`config.mk`:
```
export PLATFORM = sky130hd
export DESIGN_NAME = dcache_store_merge
export DESIGN_NICKNAME = d
export VERILOG_FILES = /design/src/source/dcache_pkg.sv /design/src/source/dcache_store_merge.sv
export VERILOG_INCLUDE_DIRS = /design/src /design/src/include
export SDC_FILE = /design/constraint.sdc
export NUM_CORES = 1
export LEC_CHECK = 0
export BUFFER_PORTS_ARGS = -buffer_cell sky130_fd_sc_hd__buf_2
export CAP_MARGIN = 20
export CORE_AREA = 2 2 189 191
export DETAILED_ROUTE_END_ITERATION = 16
export DIE_AREA = 0 0 191 193
export GPL_TIMING_DRIVEN = 0
export PLACE_DENSITY_LB_ADDON = 0.3
export SYNTH_ARGS = -nofsm -noshare
export SYNTH_HDL_FRONTEND = slang
export SYNTH_SLANG_ARGS = --single-unit
export TNS_END_PERCENT = 20
```
`constraint.sdc`:
```
create_clock -name vclk -period 7.95
set_input_delay 1.1925 -clock vclk [all_inputs]
set_output_delay 1.1925 -clock vclk [all_outputs]
set_load 0.02 [all_outputs]
```
`src/include/dcache_params.svh`:
```
`ifndef DCACHE_PARAMS_SVH
`define DCACHE_PARAMS_SVH

// cache geometry
`define DC_NWAY 2
`define DC_NSET 256

// widths
`define DC_ADDR_W 32
`define DC_WORD_W 32
`define DC_LINE_W 128
`define DC_OFFSET_W 4
`define DC_INDEX_W 8
`define DC_TAG_W 20
`define DC_STRB_W 4

// nonzero start value of the victim LFSR
`define DC_LFSR_SEED 16'hACE1

`endif
```
`src/source/dcache_pkg.sv`:
```
`default_nettype none

`include "dcache_params.svh"

package dcache_pkg;

    typedef logic [`DC_ADDR_W-1:0] addr_t;
    typedef logic [`DC_WORD_W-1:0] word_t;
    typedef logic [`DC_LINE_W-1:0] line_t;
    typedef logic [`DC_TAG_W-1:0] tag_t;
    typedef logic [`DC_INDEX_W-1:0] index_t;
    typedef logic [`DC_STRB_W-1:0] strb_t;
    // one enable per byte of a line
    typedef logic [`DC_LINE_W/8-1:0] line_be_t;
    typedef logic [$clog2(`DC_NWAY)-1:0] way_t;
    typedef logic [`DC_NWAY-1:0] way_vec_t;

    typedef enum logic [3:0] {
        IDLE, LOOKUP, WB_REQ, WB_WAIT, FILL_REQ, FILL_WAIT,
        MAINT_CHECK, MAINT_WB_REQ, MAINT_WB_WAIT
    } dc_state_e;

endpackage

`default_nettype wire

```
`src/source/dcache_store_merge.sv`:
```
`timescale 1ns/1ps
`default_nettype none

`include "dcache_params.svh"

module dcache_store_merge (
    input  dcache_pkg::addr_t offset_i,
    input  dcache_pkg::strb_t wstrb_i,
    input  dcache_pkg::word_t wdata_i,
    input  logic              fill_sel_i,
    input  dcache_pkg::line_t fill_line_i,
    input  dcache_pkg::line_t hit_line_i,
    output dcache_pkg::line_t wline_o,
    output dcache_pkg::word_t rdata_o
);
    import dcache_pkg::*;

    localparam int WORDS      = `DC_LINE_W / `DC_WORD_W;
    localparam int WORD_SEL_W = $clog2(WORDS);
    localparam int BYTE_SEL_W = $clog2(`DC_STRB_W);

    logic [WORD_SEL_W-1:0] word_sel;
    word_t                 fill_word;
    word_t                 merged_word;

    assign word_sel = offset_i[BYTE_SEL_W +: WORD_SEL_W];

    always_comb begin
        fill_word   = fill_line_i[word_sel*`DC_WORD_W +: `DC_WORD_W];
        merged_word = fill_word;
        // overlay the strobed store bytes on the returned word
        for (int b = 0; b < `DC_STRB_W; b++) begin
            if (wstrb_i[b]) begin
                merged_word[b*8 +: 8] = wdata_i[b*8 +: 8];
            end
        end

        if (fill_sel_i) begin
            wline_o = fill_line_i;
            wline_o[word_sel*`DC_WORD_W +: `DC_WORD_W] = merged_word;
            rdata_o = merged_word;
        end else begin
            // byte enables of a hit store pick the lanes
            wline_o = {WORDS{wdata_i}};
            rdata_o = hit_line_i[word_sel*`DC_WORD_W +: `DC_WORD_W];
        end
    end

endmodule

`default_nettype wire

```
## After elaboration in Yosys (flattened, before gate mapping)

Cells that the tools add are included.
W data, S select, Z words.

| cells by class | value |
|---|---|
| mux-type cells | 7 |
| shift-type cells | 4 |
| add/subtract/negate cells | 1 |

Operators by type and width:

| operator | number |
|---|---|
| $shiftx A128 B8 Y32 | 2 |
| $bwmux W128 | 1 |
| $mux W128 | 1 |
| $shift A32 B34 Y128 const A | 1 |
| $shiftx A32 B34 Y128 | 1 |
| $neg A7 Y34 | 1 |
| $mux W32 | 1 |
| $mux W8 | 4 |

| storage, ports and cells | value |
|---|---|
| output and inout port bits | 160 |
| word-level logic and storage cells | 12 |
| register bits | 0 |

## Logic depth before layout (Yosys ltp)

| logic depth | value |
|---|---|
| word-level depth | 5 |
| depth in mapped cells | 10 |
| gate-level depth less buffers | 5 |

## Least setup slack after synthesis

Ideal clock, no wire load.

| timing | value |
|---|---|
| path kind | input-to-output |
| from | input offset_i[3] |
| to | output wline_o[22] |
| required time | 6,758 ps |
| arrival | 3,223 ps |
| stages on the path | 9 |
| path slack | 3,534 ps |
| cells stage by stage | buf_4 > buf_2 > buf_2 > inv_1 > ha_1 > nor2_4 > nand4_4 > buf_6 > o31ai_1 |

| on the way | value |
|---|---|
| longest elaborated chain between the ends | 5 |

RTL lines:

| item | line | RTL |
|---|---|---|
| start: declaration | dcache_store_merge.sv:7 | `input dcache_pkg::addr_t offset_i,` |
| $shiftx A128 B8 Y32 | dcache_store_merge.sv:29 | `` fill_word = fill_line_i[word_sel*`DC_WORD_W +: `DC_WORD_W]; `` |
| $mux W8 | dcache_store_merge.sv:33 | `if (wstrb_i[b]) begin` |
| $shiftx A32 B34 Y128 | dcache_store_merge.sv:40 | `` wline_o[word_sel*`DC_WORD_W +: `DC_WORD_W] = merged_word; `` |
| $bwmux W128 * | dcache_store_merge.sv:40 |  |
| $mux W128 * | dcache_store_merge.sv:38 | `if (fill_sel_i) begin` |
| end: declaration | dcache_store_merge.sv:13 | `output dcache_pkg::line_t wline_o,` |

Mark *: on every way between the ends. The rest lies on a longest branch, timed or not.

## Worst setup path in the final report

| timing | value |
|---|---|
| from | input offset_i[3] |
| to | output wline_o[43] |

The elaborated chain is that of the path after synthesis.

==> metrics.txt <==
largest driver fanout on the critical path 10; required time of the worst setup path 6.76 ns; quantity of hold-fixing buffers added after cts 0; transition time at the pin with the least slew margin 0.975 ns; post-detailed-route via-to-cell ratio 5.24; hold violation total from the final report 0; critical path class in -> out; final antenna-violating net count 0; reported max-cap violation count 0; die width 191 µm; Setup WS post-layout 2.05 ns; Worst path max stage delay 0.66 ns; number of warning messages in the yosys log 0; Routed wire per std cell 26.1 µm; number of global-route vias before repair 8191; antenna violations before repair 3; net count reported at finish 1399; gate count of the mapped netlist 611; Core Footprint 0.0350 mm²; number of remaining DRC errors 0; buffers inserted during post-CTS setup optimization 0; static leakage 0.00381 µW; sequential fraction of the synthesis area 0%; Buffers on Ports 454; cells traversed along the worst timing path buf_2 -> buf_4 -> buf_2 -> buf_2 -> inv_1 -> ha_1 -> nand2_1 -> nor3_2 -> buf_6 -> buf_2 -> a221o_1 -> buf_2; Overall Global Routing Usage 20.0%; overflow left after global routing 0; number of unique standard cell types used by synthesis 38; global placement routability congestion 0.904; Setup crit end kind output port; first element of the critical path offset_i[3]; total die area 0.0369 mm²; worst slack, placed 1.97 ns; storage element area 0 µm²; area delta synth->final 57.5%; effective utilization at floorplan 14.3%; total number of vias 8009; count of endpoints failing setup in the final report 0; share of post-route cells with drive strength above 1 51.2%; cell area after layout 0.00788 mm²; post-detailed-placement half-perimeter wirelength 32.5 mm; syn nets 941; Tmin final 5.90 ns; setup repair after global routing missed its margin no; VDD IR max 0.0277 mV; final worst path period share 74.2%; top-level port count 485; Synth Cell Area 0.00500 mm²; cell family with most CP delay buffers and inverters; number of rows in the core area 69; Max Clk Rate 0.170 GHz; worst-case headroom to the max-slew limit 35.0%; Post-Route WL 39.9 mm; final sequential cell count 0; Min-Delay Path Class in -> out; outcome finished, final reports clean; number of search-and-repair iterations in the first detailed-routing pass 7; max-slew violation total from the final report 0; Critical-path top delay cell sky130_fd_sc_hd__nor3_2; CTS-repair resized insts 0; critical path's most frequent cell sky130_fd_sc_hd__buf_2; Power per Cell Area 78.7 mW/mm²; Worst setup SP type primary input; data arrival time at the worst-slack endpoint 4.71 ns; clock buffer count in the final layout 0; die height 193 µm; hold_sp fill_line_i[26]; first-pass GRT wire length 54.0 mm; Placed Area 0.00788 mm²; Avg Inst Size Synth 8.19 µm²; Detailed Route Iter0 Violations 660; Critical path buffers and inverters 8; pin count of the biggest net entering global routing 11; final-layout setup total negative slack 0 ns
[worst min-delay path, cell delays in order]
cell,delay [ns]
sky130_fd_sc_hd__buf_2,0.09
sky130_fd_sc_hd__a21oi_1,0.06
sky130_fd_sc_hd__o31ai_2,0.06
sky130_fd_sc_hd__buf_2,0.16
[stage by stage]
step                hold WS (ns)  std cells  total power, µW  utilization (%)
finish                      2.75       1529              621             22.5
global route                2.77       1528              659             22.5
CTS                         2.75       1528              619             22.5
detailed placement          2.74       1528              616             22.5
global placement            2.74       1526              613             22.5
floorplan                   2.55        611              353                -
[cell families after synthesis]
family | synth area share [%]
and+or+nand+nor | 16.6
AOI/OAI and AO/OA | 45.2
buffers and inverters | 10.6
muxes | 26.3
adders and majority gates | 1.25
[power breakdown]
group          total, µW  switching [µW]  internal [µW]   leakage (µW)
Clock          0.0000169               0      0.0000169  0.00000000634
Sequential             0               0              0              0
Combinational        621             380            240        0.00381
[layout make-up]
class              instances  area [µm²]
diodes                     1        2.50
plain buffers             67         404
fillers                 4024       27100
inverters                 34         128
multi-input cells        510        4470
well taps                461         577
repair buffers           456        2300
[cell usage after synthesis (2+ instances only)]
cell type / number / area share, %
sky130_fd_sc_hd__buf_2: 14 / 1.4
sky130_fd_sc_hd__mux4_2: 32 / 14
sky130_fd_sc_hd__o31ai_2: 6 / 1.5
sky130_fd_sc_hd__a222oi_1: 27 / 5.4
sky130_fd_sc_hd__clkbuf_2: 2 / 0.20
sky130_fd_sc_hd__a221o_1: 81 / 16
sky130_fd_sc_hd__o22ai_1: 5 / 0.63
sky130_fd_sc_hd__mux2i_1: 54 / 11
sky130_fd_sc_hd__a21oi_1: 49 / 4.9
sky130_fd_sc_hd__buf_6: 9 / 2.0
sky130_fd_sc_hd__o32ai_1: 5 / 0.87
sky130_fd_sc_hd__nand2_1: 33 / 2.5
sky130_fd_sc_hd__a22o_1: 27 / 4.7
sky130_fd_sc_hd__mux2_2: 5 / 1.1
sky130_fd_sc_hd__buf_8: 2 / 0.60
sky130_fd_sc_hd__inv_1: 31 / 2.3
sky130_fd_sc_hd__nand2b_1: 7 / 0.87
sky130_fd_sc_hd__buf_4: 7 / 1.0
sky130_fd_sc_hd__nor3_1: 5 / 0.50
sky130_fd_sc_hd__nand4_1: 2 / 0.25
sky130_fd_sc_hd__nor2b_1: 45 / 5.6
sky130_fd_sc_hd__or2_2: 3 / 0.38
sky130_fd_sc_hd__o31ai_1: 73 / 11
sky130_fd_sc_hd__ha_1: 5 / 1.3
sky130_fd_sc_hd__and2_1: 32 / 4.0
sky130_fd_sc_hd__nor2_1: 6 / 0.45
sky130_fd_sc_hd__buf_1: 4 / 0.30
sky130_fd_sc_hd__inv_2: 3 / 0.22
sky130_fd_sc_hd__clkbuf_1: 28 / 2.1
[cells in the final DEF (no fill, tap or decap), types with 6 or more instances in the layout]
cell type                  count
sky130_fd_sc_hd__a21oi_1      49
sky130_fd_sc_hd__a221o_1      81
sky130_fd_sc_hd__a222oi_1     27
sky130_fd_sc_hd__a22o_1       27
sky130_fd_sc_hd__and2_1       32
sky130_fd_sc_hd__buf_2       468
sky130_fd_sc_hd__buf_4         7
sky130_fd_sc_hd__buf_6        10
sky130_fd_sc_hd__clkbuf_1     28
sky130_fd_sc_hd__inv_1        31
sky130_fd_sc_hd__mux2i_1      54
sky130_fd_sc_hd__mux4_2       32
sky130_fd_sc_hd__nand2_1      33
sky130_fd_sc_hd__nand2b_1      7
sky130_fd_sc_hd__nor2_1        6
sky130_fd_sc_hd__nor2b_1      45
sky130_fd_sc_hd__o31ai_1      73
sky130_fd_sc_hd__o31ai_2       6
[worst paths after layout]
path	endpoint	slack [ns]	depth (start not counted)
setup / recovery	wline_o[43]	2.05	12
hold / removal	wline_o[26]	2.75	4
[metal layers]
layer	global-route usage (%)	vias up	wire length, µm
met5	0	-	27
met4	6.38	4	1250
met3	3.46	75	3110
met2	36.1	513	19700
met1	24.1	3927	15900
li1	-	3490	-
Note: power is estimated with default switching activity, not from simulation.
