**src/include/dcache_params.svh**
```systemverilog
`ifndef DCACHE_PARAMS_SVH
`define DCACHE_PARAMS_SVH

// cache geometry
`define DC_NWAY 2
`define DC_NSET 256

// widths
`define DC_ADDR_W 32
`define DC_WORD_W 32
`define DC_LINE_W 128
`define DC_OFFSET_W 4
`define DC_INDEX_W 8
`define DC_TAG_W 20
`define DC_STRB_W 4

// nonzero start value of the victim LFSR
`define DC_LFSR_SEED 16'hACE1

`endif
```
**src/source/dcache_pkg.sv**
```systemverilog
`default_nettype none

`include "dcache_params.svh"

package dcache_pkg;

    typedef logic [`DC_ADDR_W-1:0] addr_t;
    typedef logic [`DC_WORD_W-1:0] word_t;
    typedef logic [`DC_LINE_W-1:0] line_t;
    typedef logic [`DC_TAG_W-1:0] tag_t;
    typedef logic [`DC_INDEX_W-1:0] index_t;
    typedef logic [`DC_STRB_W-1:0] strb_t;
    // one enable per byte of a line
    typedef logic [`DC_LINE_W/8-1:0] line_be_t;
    typedef logic [$clog2(`DC_NWAY)-1:0] way_t;
    typedef logic [`DC_NWAY-1:0] way_vec_t;

    typedef enum logic [3:0] {
        IDLE, LOOKUP, WB_REQ, WB_WAIT, FILL_REQ, FILL_WAIT,
        MAINT_CHECK, MAINT_WB_REQ, MAINT_WB_WAIT
    } dc_state_e;

endpackage

`default_nettype wire

```
**src/source/dcache_ctrl.sv**
```systemverilog
`timescale 1ns/1ps
`default_nettype none

`include "dcache_params.svh"

module dcache_ctrl (
    input  logic                  clk,
    input  logic                  rst,
    input  logic                  valid_i,
    input  dcache_pkg::addr_t     addr_i,
    input  dcache_pkg::strb_t     wstrb_i,
    input  dcache_pkg::word_t     wdata_i,
    input  logic                  cacop_i,
    input  logic                  cacop_mode_i,
    input  dcache_pkg::addr_t     cacop_addr_i,
    output logic                  data_ok_o,
    output logic                  cacop_ack_o,
    output logic                  mem_req_o,
    output logic                  mem_we_o,
    output dcache_pkg::addr_t     mem_addr_o,
    output dcache_pkg::line_t     mem_wdata_o,
    input  logic                  mem_ready_i,
    input  logic                  mem_rvalid_i,
    input  logic                  mem_bvalid_i,
    input  dcache_pkg::way_vec_t  hit_way_i,
    input  dcache_pkg::tag_t      victim_tag_i,
    input  logic                  victim_dirty_i,
    input  dcache_pkg::line_t     victim_line_i,
    output dcache_pkg::index_t    arr_index_o,
    output dcache_pkg::way_vec_t  tag_we_o,
    output dcache_pkg::tag_t      tag_wdata_o,
    output logic                  valid_wdata_o,
    output logic                  dirty_wdata_o,
    output dcache_pkg::way_vec_t  data_be_o,
    output dcache_pkg::line_be_t  line_be_o,
    output logic                  fill_sel_o,
    output dcache_pkg::addr_t     req_offset_o,
    output dcache_pkg::strb_t     req_wstrb_o,
    output dcache_pkg::word_t     req_wdata_o,
    output dcache_pkg::way_t      victim_way_o
);
    import dcache_pkg::*;

    localparam int BYTE_SEL_W = $clog2(`DC_STRB_W);
    localparam int WORD_SEL_W = `DC_OFFSET_W - BYTE_SEL_W;

    dc_state_e state_q;
    dc_state_e state_d;
    addr_t     req_addr_q;
    strb_t     wstrb_q;
    word_t     wdata_q;
    logic      mode_q;
    way_t      victim_q;
    logic      data_ok_q;
    logic      ack_q;
    logic [15:0] lfsr_q;

    index_t    req_index;
    tag_t      req_tag;
    logic [WORD_SEL_W-1:0] req_word;
    logic      is_store;
    logic      hit_any;
    way_t      hit_idx;
    way_vec_t  victim_vec;
    addr_t     victim_addr;
    addr_t     fill_addr;
    logic      maint_wb;

    assign req_index   = req_addr_q[`DC_OFFSET_W +: `DC_INDEX_W];
    assign req_tag     = req_addr_q[`DC_ADDR_W-1 -: `DC_TAG_W];
    assign req_word    = req_addr_q[BYTE_SEL_W +: WORD_SEL_W];
    assign is_store    = |wstrb_q;
    assign hit_any     = |hit_way_i;
    assign victim_vec  = way_vec_t'(1) << victim_q;
    assign victim_addr = {victim_tag_i, req_index, {`DC_OFFSET_W{1'b0}}};
    assign fill_addr   = {req_tag, req_index, {`DC_OFFSET_W{1'b0}}};
    // mode 1 on a dirty line goes out to memory first
    assign maint_wb    = mode_q && victim_dirty_i;

    always_comb begin
        hit_idx = '0;
        for (int w = 0; w < `DC_NWAY; w++) begin
            if (hit_way_i[w]) begin
                hit_idx = way_t'(w);
            end
        end
    end

    // hit way while looking up, the latched victim once a miss is in progress
    always_comb begin
        case (state_q)
            IDLE, LOOKUP: victim_way_o = hit_any ? hit_idx : way_t'(lfsr_q[0]);
            default:      victim_way_o = victim_q;
        endcase
    end

    always_comb begin
        state_d       = state_q;
        tag_we_o      = '0;
        valid_wdata_o = 1'b0;
        dirty_wdata_o = 1'b0;
        data_be_o     = '0;
        line_be_o     = '0;
        fill_sel_o    = 1'b0;
        mem_req_o     = 1'b0;
        mem_we_o      = 1'b0;
        mem_addr_o    = fill_addr;
        case (state_q)
            IDLE: begin
                if (cacop_i) begin
                    state_d = MAINT_CHECK;
                end else if (valid_i) begin
                    state_d = LOOKUP;
                end
            end
            LOOKUP: begin
                if (hit_any) begin
                    if (is_store) begin
                        tag_we_o      = hit_way_i;
                        valid_wdata_o = 1'b1;
                        dirty_wdata_o = 1'b1;
                        data_be_o     = hit_way_i;
                        line_be_o     = line_be_t'(wstrb_q) << (req_word * `DC_STRB_W);
                    end
                    state_d = IDLE;
                end else begin
                    state_d = victim_dirty_i ? WB_REQ : FILL_REQ;
                end
            end
            WB_REQ, MAINT_WB_REQ: begin
                mem_addr_o = victim_addr;
                if (mem_ready_i) begin
                    mem_req_o = 1'b1;
                    mem_we_o  = 1'b1;
                    state_d   = (state_q == WB_REQ) ? WB_WAIT : MAINT_WB_WAIT;
                end
            end
            WB_WAIT: begin
                mem_addr_o = victim_addr;
                if (mem_bvalid_i) begin
                    state_d = FILL_REQ;
                end
            end
            FILL_REQ: begin
                if (mem_ready_i) begin
                    mem_req_o = 1'b1;
                    state_d   = FILL_WAIT;
                end
            end
            FILL_WAIT: begin
                if (mem_rvalid_i) begin
                    tag_we_o      = victim_vec;
                    valid_wdata_o = 1'b1;
                    dirty_wdata_o = is_store;
                    data_be_o     = victim_vec;
                    line_be_o     = '1;
                    fill_sel_o    = 1'b1;
                    state_d       = IDLE;
                end
            end
            MAINT_CHECK: begin
                if (maint_wb) begin
                    state_d = MAINT_WB_REQ;
                end else begin
                    // valid and dirty written as zero
                    tag_we_o = victim_vec;
                    state_d  = IDLE;
                end
            end
            MAINT_WB_WAIT: begin
                mem_addr_o = victim_addr;
                if (mem_bvalid_i) begin
                    tag_we_o = victim_vec;
                    state_d  = IDLE;
                end
            end
            default: state_d = IDLE;
        endcase
    end

    always_ff @(posedge clk) begin
        if (rst) begin
            state_q   <= IDLE;
            data_ok_q <= 1'b0;
            ack_q     <= 1'b0;
            lfsr_q    <= `DC_LFSR_SEED;
        end else begin
            state_q   <= state_d;
            data_ok_q <= (state_q == LOOKUP && hit_any) || (state_q == FILL_WAIT && mem_rvalid_i);
            ack_q     <= (state_q == MAINT_CHECK && !maint_wb) ||
                         (state_q == MAINT_WB_WAIT && mem_bvalid_i);
            // taps 16,14,13,11
            lfsr_q    <= {lfsr_q[14:0], lfsr_q[15] ^ lfsr_q[13] ^ lfsr_q[12] ^ lfsr_q[10]};
        end
    end

    // maintenance takes priority over a CPU request
    always_ff @(posedge clk) begin
        if (state_q == IDLE && cacop_i) begin
            req_addr_q <= cacop_addr_i;
            mode_q     <= cacop_mode_i;
            victim_q   <= cacop_addr_i[$clog2(`DC_NWAY)-1:0];
        end else if (state_q == IDLE && valid_i) begin
            req_addr_q <= addr_i;
            wstrb_q    <= wstrb_i;
            wdata_q    <= wdata_i;
        end else if (state_q == LOOKUP && !hit_any) begin
            victim_q <= way_t'(lfsr_q[0]);
        end
    end

    assign data_ok_o    = data_ok_q;
    assign cacop_ack_o  = ack_q;
    assign mem_wdata_o  = victim_line_i;
    assign arr_index_o  = req_index;
    assign tag_wdata_o  = req_tag;
    assign req_offset_o = addr_t'(req_addr_q[`DC_OFFSET_W-1:0]);
    assign req_wstrb_o  = wstrb_q;
    assign req_wdata_o  = wdata_q;

endmodule

`default_nettype wire

```
**config.mk**
```make
export PLATFORM = sky130hd
export DESIGN_NAME = dcache_ctrl
export DESIGN_NICKNAME = d
export VERILOG_FILES = /design/src/source/dcache_pkg.sv /design/src/source/dcache_ctrl.sv
export VERILOG_INCLUDE_DIRS = /design/src /design/src/include
export SDC_FILE = /design/constraint.sdc
export NUM_CORES = 1
export LEC_CHECK = 0
export ABC_AREA = 1
export BUFFER_PORTS_ARGS = -buffer_cell sky130_fd_sc_hd__buf_2
export CAP_MARGIN = 20
export CORE_AREA = 3 3 208 210
export CTS_BUF_LIST = sky130_fd_sc_hd__clkbuf_4 sky130_fd_sc_hd__clkbuf_8
export DETAILED_ROUTE_END_ITERATION = 8
export DIE_AREA = 0 0 211 213
export PLACE_DENSITY = 0.47
export SLEW_MARGIN = 10
export SYNTH_ARGS = -nofsm -noshare
export SYNTH_HDL_FRONTEND = slang
export SYNTH_SLANG_ARGS = --single-unit
```
**constraint.sdc**
```tcl
create_clock -name clk -period 7.23 [get_ports clk]
set_input_delay 1.446 -clock clk [delete_from_list [all_inputs] [get_ports clk]]
set_output_delay 1.446 -clock clk [all_outputs]
set_load 0.005 [all_outputs]
```
### Yosys cells after proc, flatten, opt, wreduce, memory -nomap -nowiden

Index checks and enable logic that the tools add are counted.
Widths: inputs -> output; s select.

* eq/ne operators: 15
* shifts and indexed selects: 2
* mux-type cells: 42
* bitwise logic cells: 4
* reduce and logical (&&, ||, !) cells: 24

Operators with widths (number)
* $mux 32: 3
* $mux 16: 3
* $mux 4: 8
* $pmux 16 s2: 1
* $pmux 4 s8: 1
* $eq 4x3->1 const B: 4
* $shl 4x4->16: 1
* $mux 1: 14
* $ne 2x2->1 const B: 6
* $mux 2: 5
* $mux 3: 3
* $eq 4x2->1 const B: 2
* $logic_and 1x1->1: 8
* $pmux 2 s4: 1
* $reduce_or 4->1: 2
* $reduce_and 6->1: 1
* $reduce_or 2->1: 3
* $eq 4x1->1 const B: 1
* $eq 4x4->1 const B: 1
* $logic_not 4->1: 1
* $pmux 1 s2: 2
* $pmux 2 s2: 1
* $reduce_and 2->1: 2
* $reduce_bool 2->1: 2
* 7 further kinds: 11

* flip-flop bits (word level): 92
* output and inout bits: 284

### Depth between registers and ports, before layout

* depth in word-level cells: 6
* depth in mapped cells: 10
* mapped depth without buffers: 10

### Least setup slack after synthesis

OpenSTA, ideal clock, no wires.

* kind: in2out
* start: in hit_way_i[0]
* end: out line_be_o[10]
* arrival time: 2.197 ns
* data required time: 5.784 ns
* path slack: 3.587 ns
* stages: 5
* buffers on the path: 1
* cell sequence: nor2_1 -> inv_1 -> a31oi_4 -> buf_6 -> a21oi_1

* cells in the longest elaborated chain, start to end: 3

RTL lines
* from (decl): RTL line dcache_ctrl.sv:25 `input dcache_pkg::way_vec_t hit_way_i,`
* $reduce_or 2->1: RTL line dcache_ctrl.sv:73 `assign hit_any = |hit_way_i;`
* $mux 16: RTL line dcache_ctrl.sv:117 `if (hit_any) begin`
* $pmux 16 s2: RTL line dcache_ctrl.sv:108 `case (state_q)`
* to (decl): RTL line dcache_ctrl.sv:35 `output dcache_pkg::line_be_t line_be_o,`

No other way between the ends.

### Final worst setup path

* start: reg state_q[0]
* end: out mem_addr_o[14]

* cells in the longest elaborated chain, start to end: 3
* elaborated cells between the ends (all ways): 6
* classes of those cells: 4 x eq/ne; 1 x mux; 1 x reduce/logical

RTL lines
* from (decl): RTL line dcache_ctrl.sv:47 `dc_state_e state_q;`
* from (signal assigned): RTL line dcache_ctrl.sv:188 `state_q <= state_d;`
* $eq 4x2->1, or another cell as far along: RTL line dcache_ctrl.sv:108
* $reduce_or 4->1 (no line) (*)
* $mux 32 (*): RTL line dcache_ctrl.sv:108
* to (decl): RTL line dcache_ctrl.sv:20 `output dcache_pkg::addr_t mem_addr_o,`

Every way passes the cells marked *; elsewhere a longest branch is shown, timed or not.

==> impl_results.rst <==
.. list-table::
   :header-rows: 1

   * - Metric
     - Value
   * - Outcome
     - completed
   * - Cell count after synthesis
     - 608
   * - Layout Skew
     - 0.0340 ns
   * - Top FF cell, synth
     - edfxtp_1
   * - Buffers plus inverters on the worst setup path
     - 3
   * - Post-synthesis sequential element count
     - 92
   * - Cell area power density
     - 343 nW/um2
   * - Crit path launch
     - state_q[0]$_SDFFE_PP0P_
   * - Reg2reg end
     - req_addr_q[12]$_DFFE_PP_
   * - Total die area
     - 44900 um2
   * - Maximum buffer depth of the clock tree
     - 2
   * - Clock tree sinks
     - 92
   * - Detailed Routing Iterations Pass 1
     - 4
   * - Crit path max-delay family
     - simple AND/OR/NAND/NOR gates
   * - Max-cap check violation count
     - 0
   * - Count of unique library cells instantiated by Yosys
     - 30
   * - Delay contributed by the slowest stage of the critical path
     - 0.71 ns
   * - Syn_area_per_cell
     - 8.87 um2
   * - Final setup TNS
     - 0 ns
   * - Via Count
     - 4149
   * - Reg-to-reg slack, setup
     - 4.58 ns
   * - Path type of the worst min-delay path
     - reg -> reg
   * - Chip Width
     - 211 um
   * - Area taken by multi-input logic gates
     - 1390 um2
   * - Pleak
     - 3.02 nW
   * - Ordered cell list for the critical path
     - nand2_1 > inv_1 > nand2_1 > inv_1 > a21oi_2 > nand3_2 > o21ai_1 > buf_2
   * - Share of synthesized area occupied by flip-flops and latches
     - 47.2%
   * - Post-route minimum period
     - 4.23 ns
   * - IR drop worst, VDD
     - 0.134 mV
   * - Slew at the pin closest to its max-slew limit
     - 0.966 ns
   * - Number of enable-type register cells in the synthesized netlist
     - 70
   * - Post-synthesis cell area
     - 5390 um2
   * - Final Setup Violations
     - 0
   * - Wire length of the first global-routing pass
     - 31400 um
   * - Worst Setup EP
     - mem_addr_o[14]
   * - Cts hold-fix bufs
     - 0
   * - Count of cells resized by post-cts repair
     - 0
   * - Row Count
     - 75
   * - Count of buffers from port buffering
     - 254
   * - HPWL after detailed placement
     - 20800 um
   * - Clock-pin slew on the worst setup and hold paths
     - 0.14 ns
   * - Number of antenna violations at the first check in global routing
     - 5
   * - Effective utilization at floorplan
     - 12.9%
   * - Worst-skew pair later-pin latency
     - 0.42 ns
   * - Area occupied by registers
     - 2540 um2
   * - RePlAce Congestion
     - 0.877
   * - Total detailed-routing wirelength
     - 24400 um
   * - Filler cell count
     - 4753
   * - Total clock buffers created by CTS
     - 9
   * - Number of diodes
     - 0
   * - Data required time of the worst path
     - 5.78 ns
   * - Share of layout cells above drive strength 1
     - 41.2%
   * - Start of the worst register-to-register path
     - state_q[0]$_SDFFE_PP0P_
   * - Root buffer cell
     - clkbuf_8
   * - Total routing usage reported by global routing
     - 10.3%
   * - Yosys warnings
     - 0
   * - Final hold slack
     - 0.394 ns
   * - Post-route antenna net violation count
     - 0
   * - Nets@finish
     - 979
   * - Area growth from synthesis to layout
     - 16.9%
   * - Number of remaining DRC errors
     - 0
   * - Boundary pin count
     - 543
   * - Max-slew headroom
     - 35.6%
   * - Number of cells on the critical path
     - 8
   * - Clock tree from TritonCTS
     - built
   * - Via count of the first global-routing pass
     - 4056
   * - Unrepaired setup endpoints after global routing
     - false
   * - Length in cells of the worst reg-to-reg path
     - 5
   * - Asr flop ratio synth
     - 0%
   * - Capturing element type of the critical path
     - primary output
   * - Commonest non-fill, non-tap cell in the layout
     - buf_2
   * - Final routed wire length divided by cell count
     - 19.3 um
   * - Die height
     - 213 um
   * - Hold Vio Cnt, Final
     - 0
   * - Final clock period utilization by the worst path
     - 58.6%
   * - Via density per instance
     - 3.28
   * - Count of pins over their slew limit
     - 0
   * - Pin count of the biggest net entering global routing
     - 41
   * - Commonest cells after routing, fill and taps aside
     - 254 x buf_2, 146 x nand2_1, 70 x edfxtp_1, 49 x inv_1, 32 x conb_1
   * - Critical-path maximum fanout
     - 40
   * - Grt total ovfl
     - 0
   * - Maximum frequency from static timing analysis
     - 0.236 GHz
   * - Signal arrival time at the worst endpoint
     - 2.79 ns
   * - Slowest stage cell, crit path
     - nand3_2
   * - Worst Setup Path Type
     - reg -> out
   * - DRC violation total after the first TritonRoute iteration
     - 140
   * - # Post-CTS Setup Buffers
     - 0
   * - Critical path launch point type
     - flip-flop
   * - Area of the core
     - 41800 um2
   * - Depth of the CTS H-tree
     - 3
-- cell usage after synthesis (2+ instances only) --
master	n	share of area, %
a21oi_1	18	1.7
nand3b_1	2	0.28
nor2_1	30	2.1
nor2_4	2	0.42
dfxtp_1	22	8.2
nand2_1	147	10
edfxtp_1	70	39
inv_1	49	3.4
nor2_2	3	0.35
o21ai_0	5	0.46
o21ai_2	2	0.32
or2_2	7	0.81
buf_2	4	0.37
nand3_1	27	2.5
nand2_2	3	0.35
inv_2	4	0.28
buf_6	5	1.0
nand3_2	2	0.37
clkbuf_1	4	0.28
o21ai_1	20	1.9
buf_4	172	24
o21bai_1	2	0.28
-- power breakdown --
group / total (W) / internal [W] / switching, W
combinational: 0.000915 / 0.000327 / 0.000589
clock: 0.000393 / 0.000165 / 0.000227
sequential: 0.000855 / 0.000758 / 0.0000971
-- stage by stage --
stage | area [um2] | utilization (%) | total power (W) | std cells | setup WS [ns]
global placement | 6080 | 14.6 | 0.00181 | 1247 | 3.19
floorplan | 5510 | - | 0.00142 | 639 | 3.59
finish | 6300 | 15.1 | 0.00216 | 1264 | 3.00
global route | 6300 | 15.1 | 0.00235 | 1264 | 2.64
CTS | 6280 | 15.1 | 0.00223 | 1263 | 2.83
detailed placement | 6080 | 14.6 | 0.00182 | 1247 | 3.13
-- worst min-delay path by stage --
stage | end | cells past startpoint | slack [ns] | start
final | lfsr_q[6]$_SDFF_PP1_ | 1 | 0.39 | lfsr_q[5]$_SDFF_PP1_
after global routing | lfsr_q[2]$_SDFF_PP0_ | 2 | 0.42 | lfsr_q[1]$_SDFF_PP0_
after CTS | lfsr_q[6]$_SDFF_PP1_ | 1 | 0.40 | lfsr_q[5]$_SDFF_PP1_
after detailed placement | lfsr_q[3]$_SDFF_PP0_ | 2 | 0.39 | lfsr_q[2]$_SDFF_PP0_
after global placement | lfsr_q[2]$_SDFF_PP0_ | 2 | 0.39 | lfsr_q[1]$_SDFF_PP0_
after floorplan | lfsr_q[12]$_SDFF_PP0_ | 2 | 0.39 | lfsr_q[11]$_SDFF_PP1_
-- cells by family (layout without fill, tap and decap cells) --
logic type	Yosys count	after routing	synth area share, %
other cells	1	32	0.0696
buf+inv	238	324	29.3
xor+xnor	2	2	0.325
simple gates	226	226	18.0
compound gates	49	49	5.15
flops	92	92	47.2
-- worst register-to-register path, stage by stage (launching register included) --
cell and delay, ns:
dfxtp_1 0.40, nor2_4 0.18, inv_1 0.07, nor2_2 0.11
nand2_2 0.51, nand2_2 0.96
-- sequential cells by signal, summed over array words and instances, names as in the netlist --
signal and flops:
cacop_ack_o 1, data_ok_o 1, lfsr_q 16, mode_q 1, req_addr_q 32, req_wdata_o 32, req_wstrb_o 4, state_q 4
victim_q 1
-- layer usage --
| metal | part of all wire (%) | GRT usage, % | vias to the layer above | wire length, um |
|---|---|---|---|---|
| met5 | 0.11 | 0 | - | 27 |
| met1 | 32 | 9.15 | 1833 | 7740 |
| met3 | 15 | 6.99 | 41 | 3690 |
| met2 | 51 | 18.7 | 333 | 12500 |
| li1 | - | - | 1938 | - |
| met4 | 1.9 | 3.00 | 4 | 470 |
-- final cells by class --
type	count	share of cell area (%)
inverters	53	3.16
well taps	539	10.7
clock buffers	9	1.96
flip-flops and latches	92	40.3
clock inverters	7	1.27
multi-input cells	309	22.1
repair buffers	255	20.5
No activity file was read; power rests on OpenSTA's default activity.
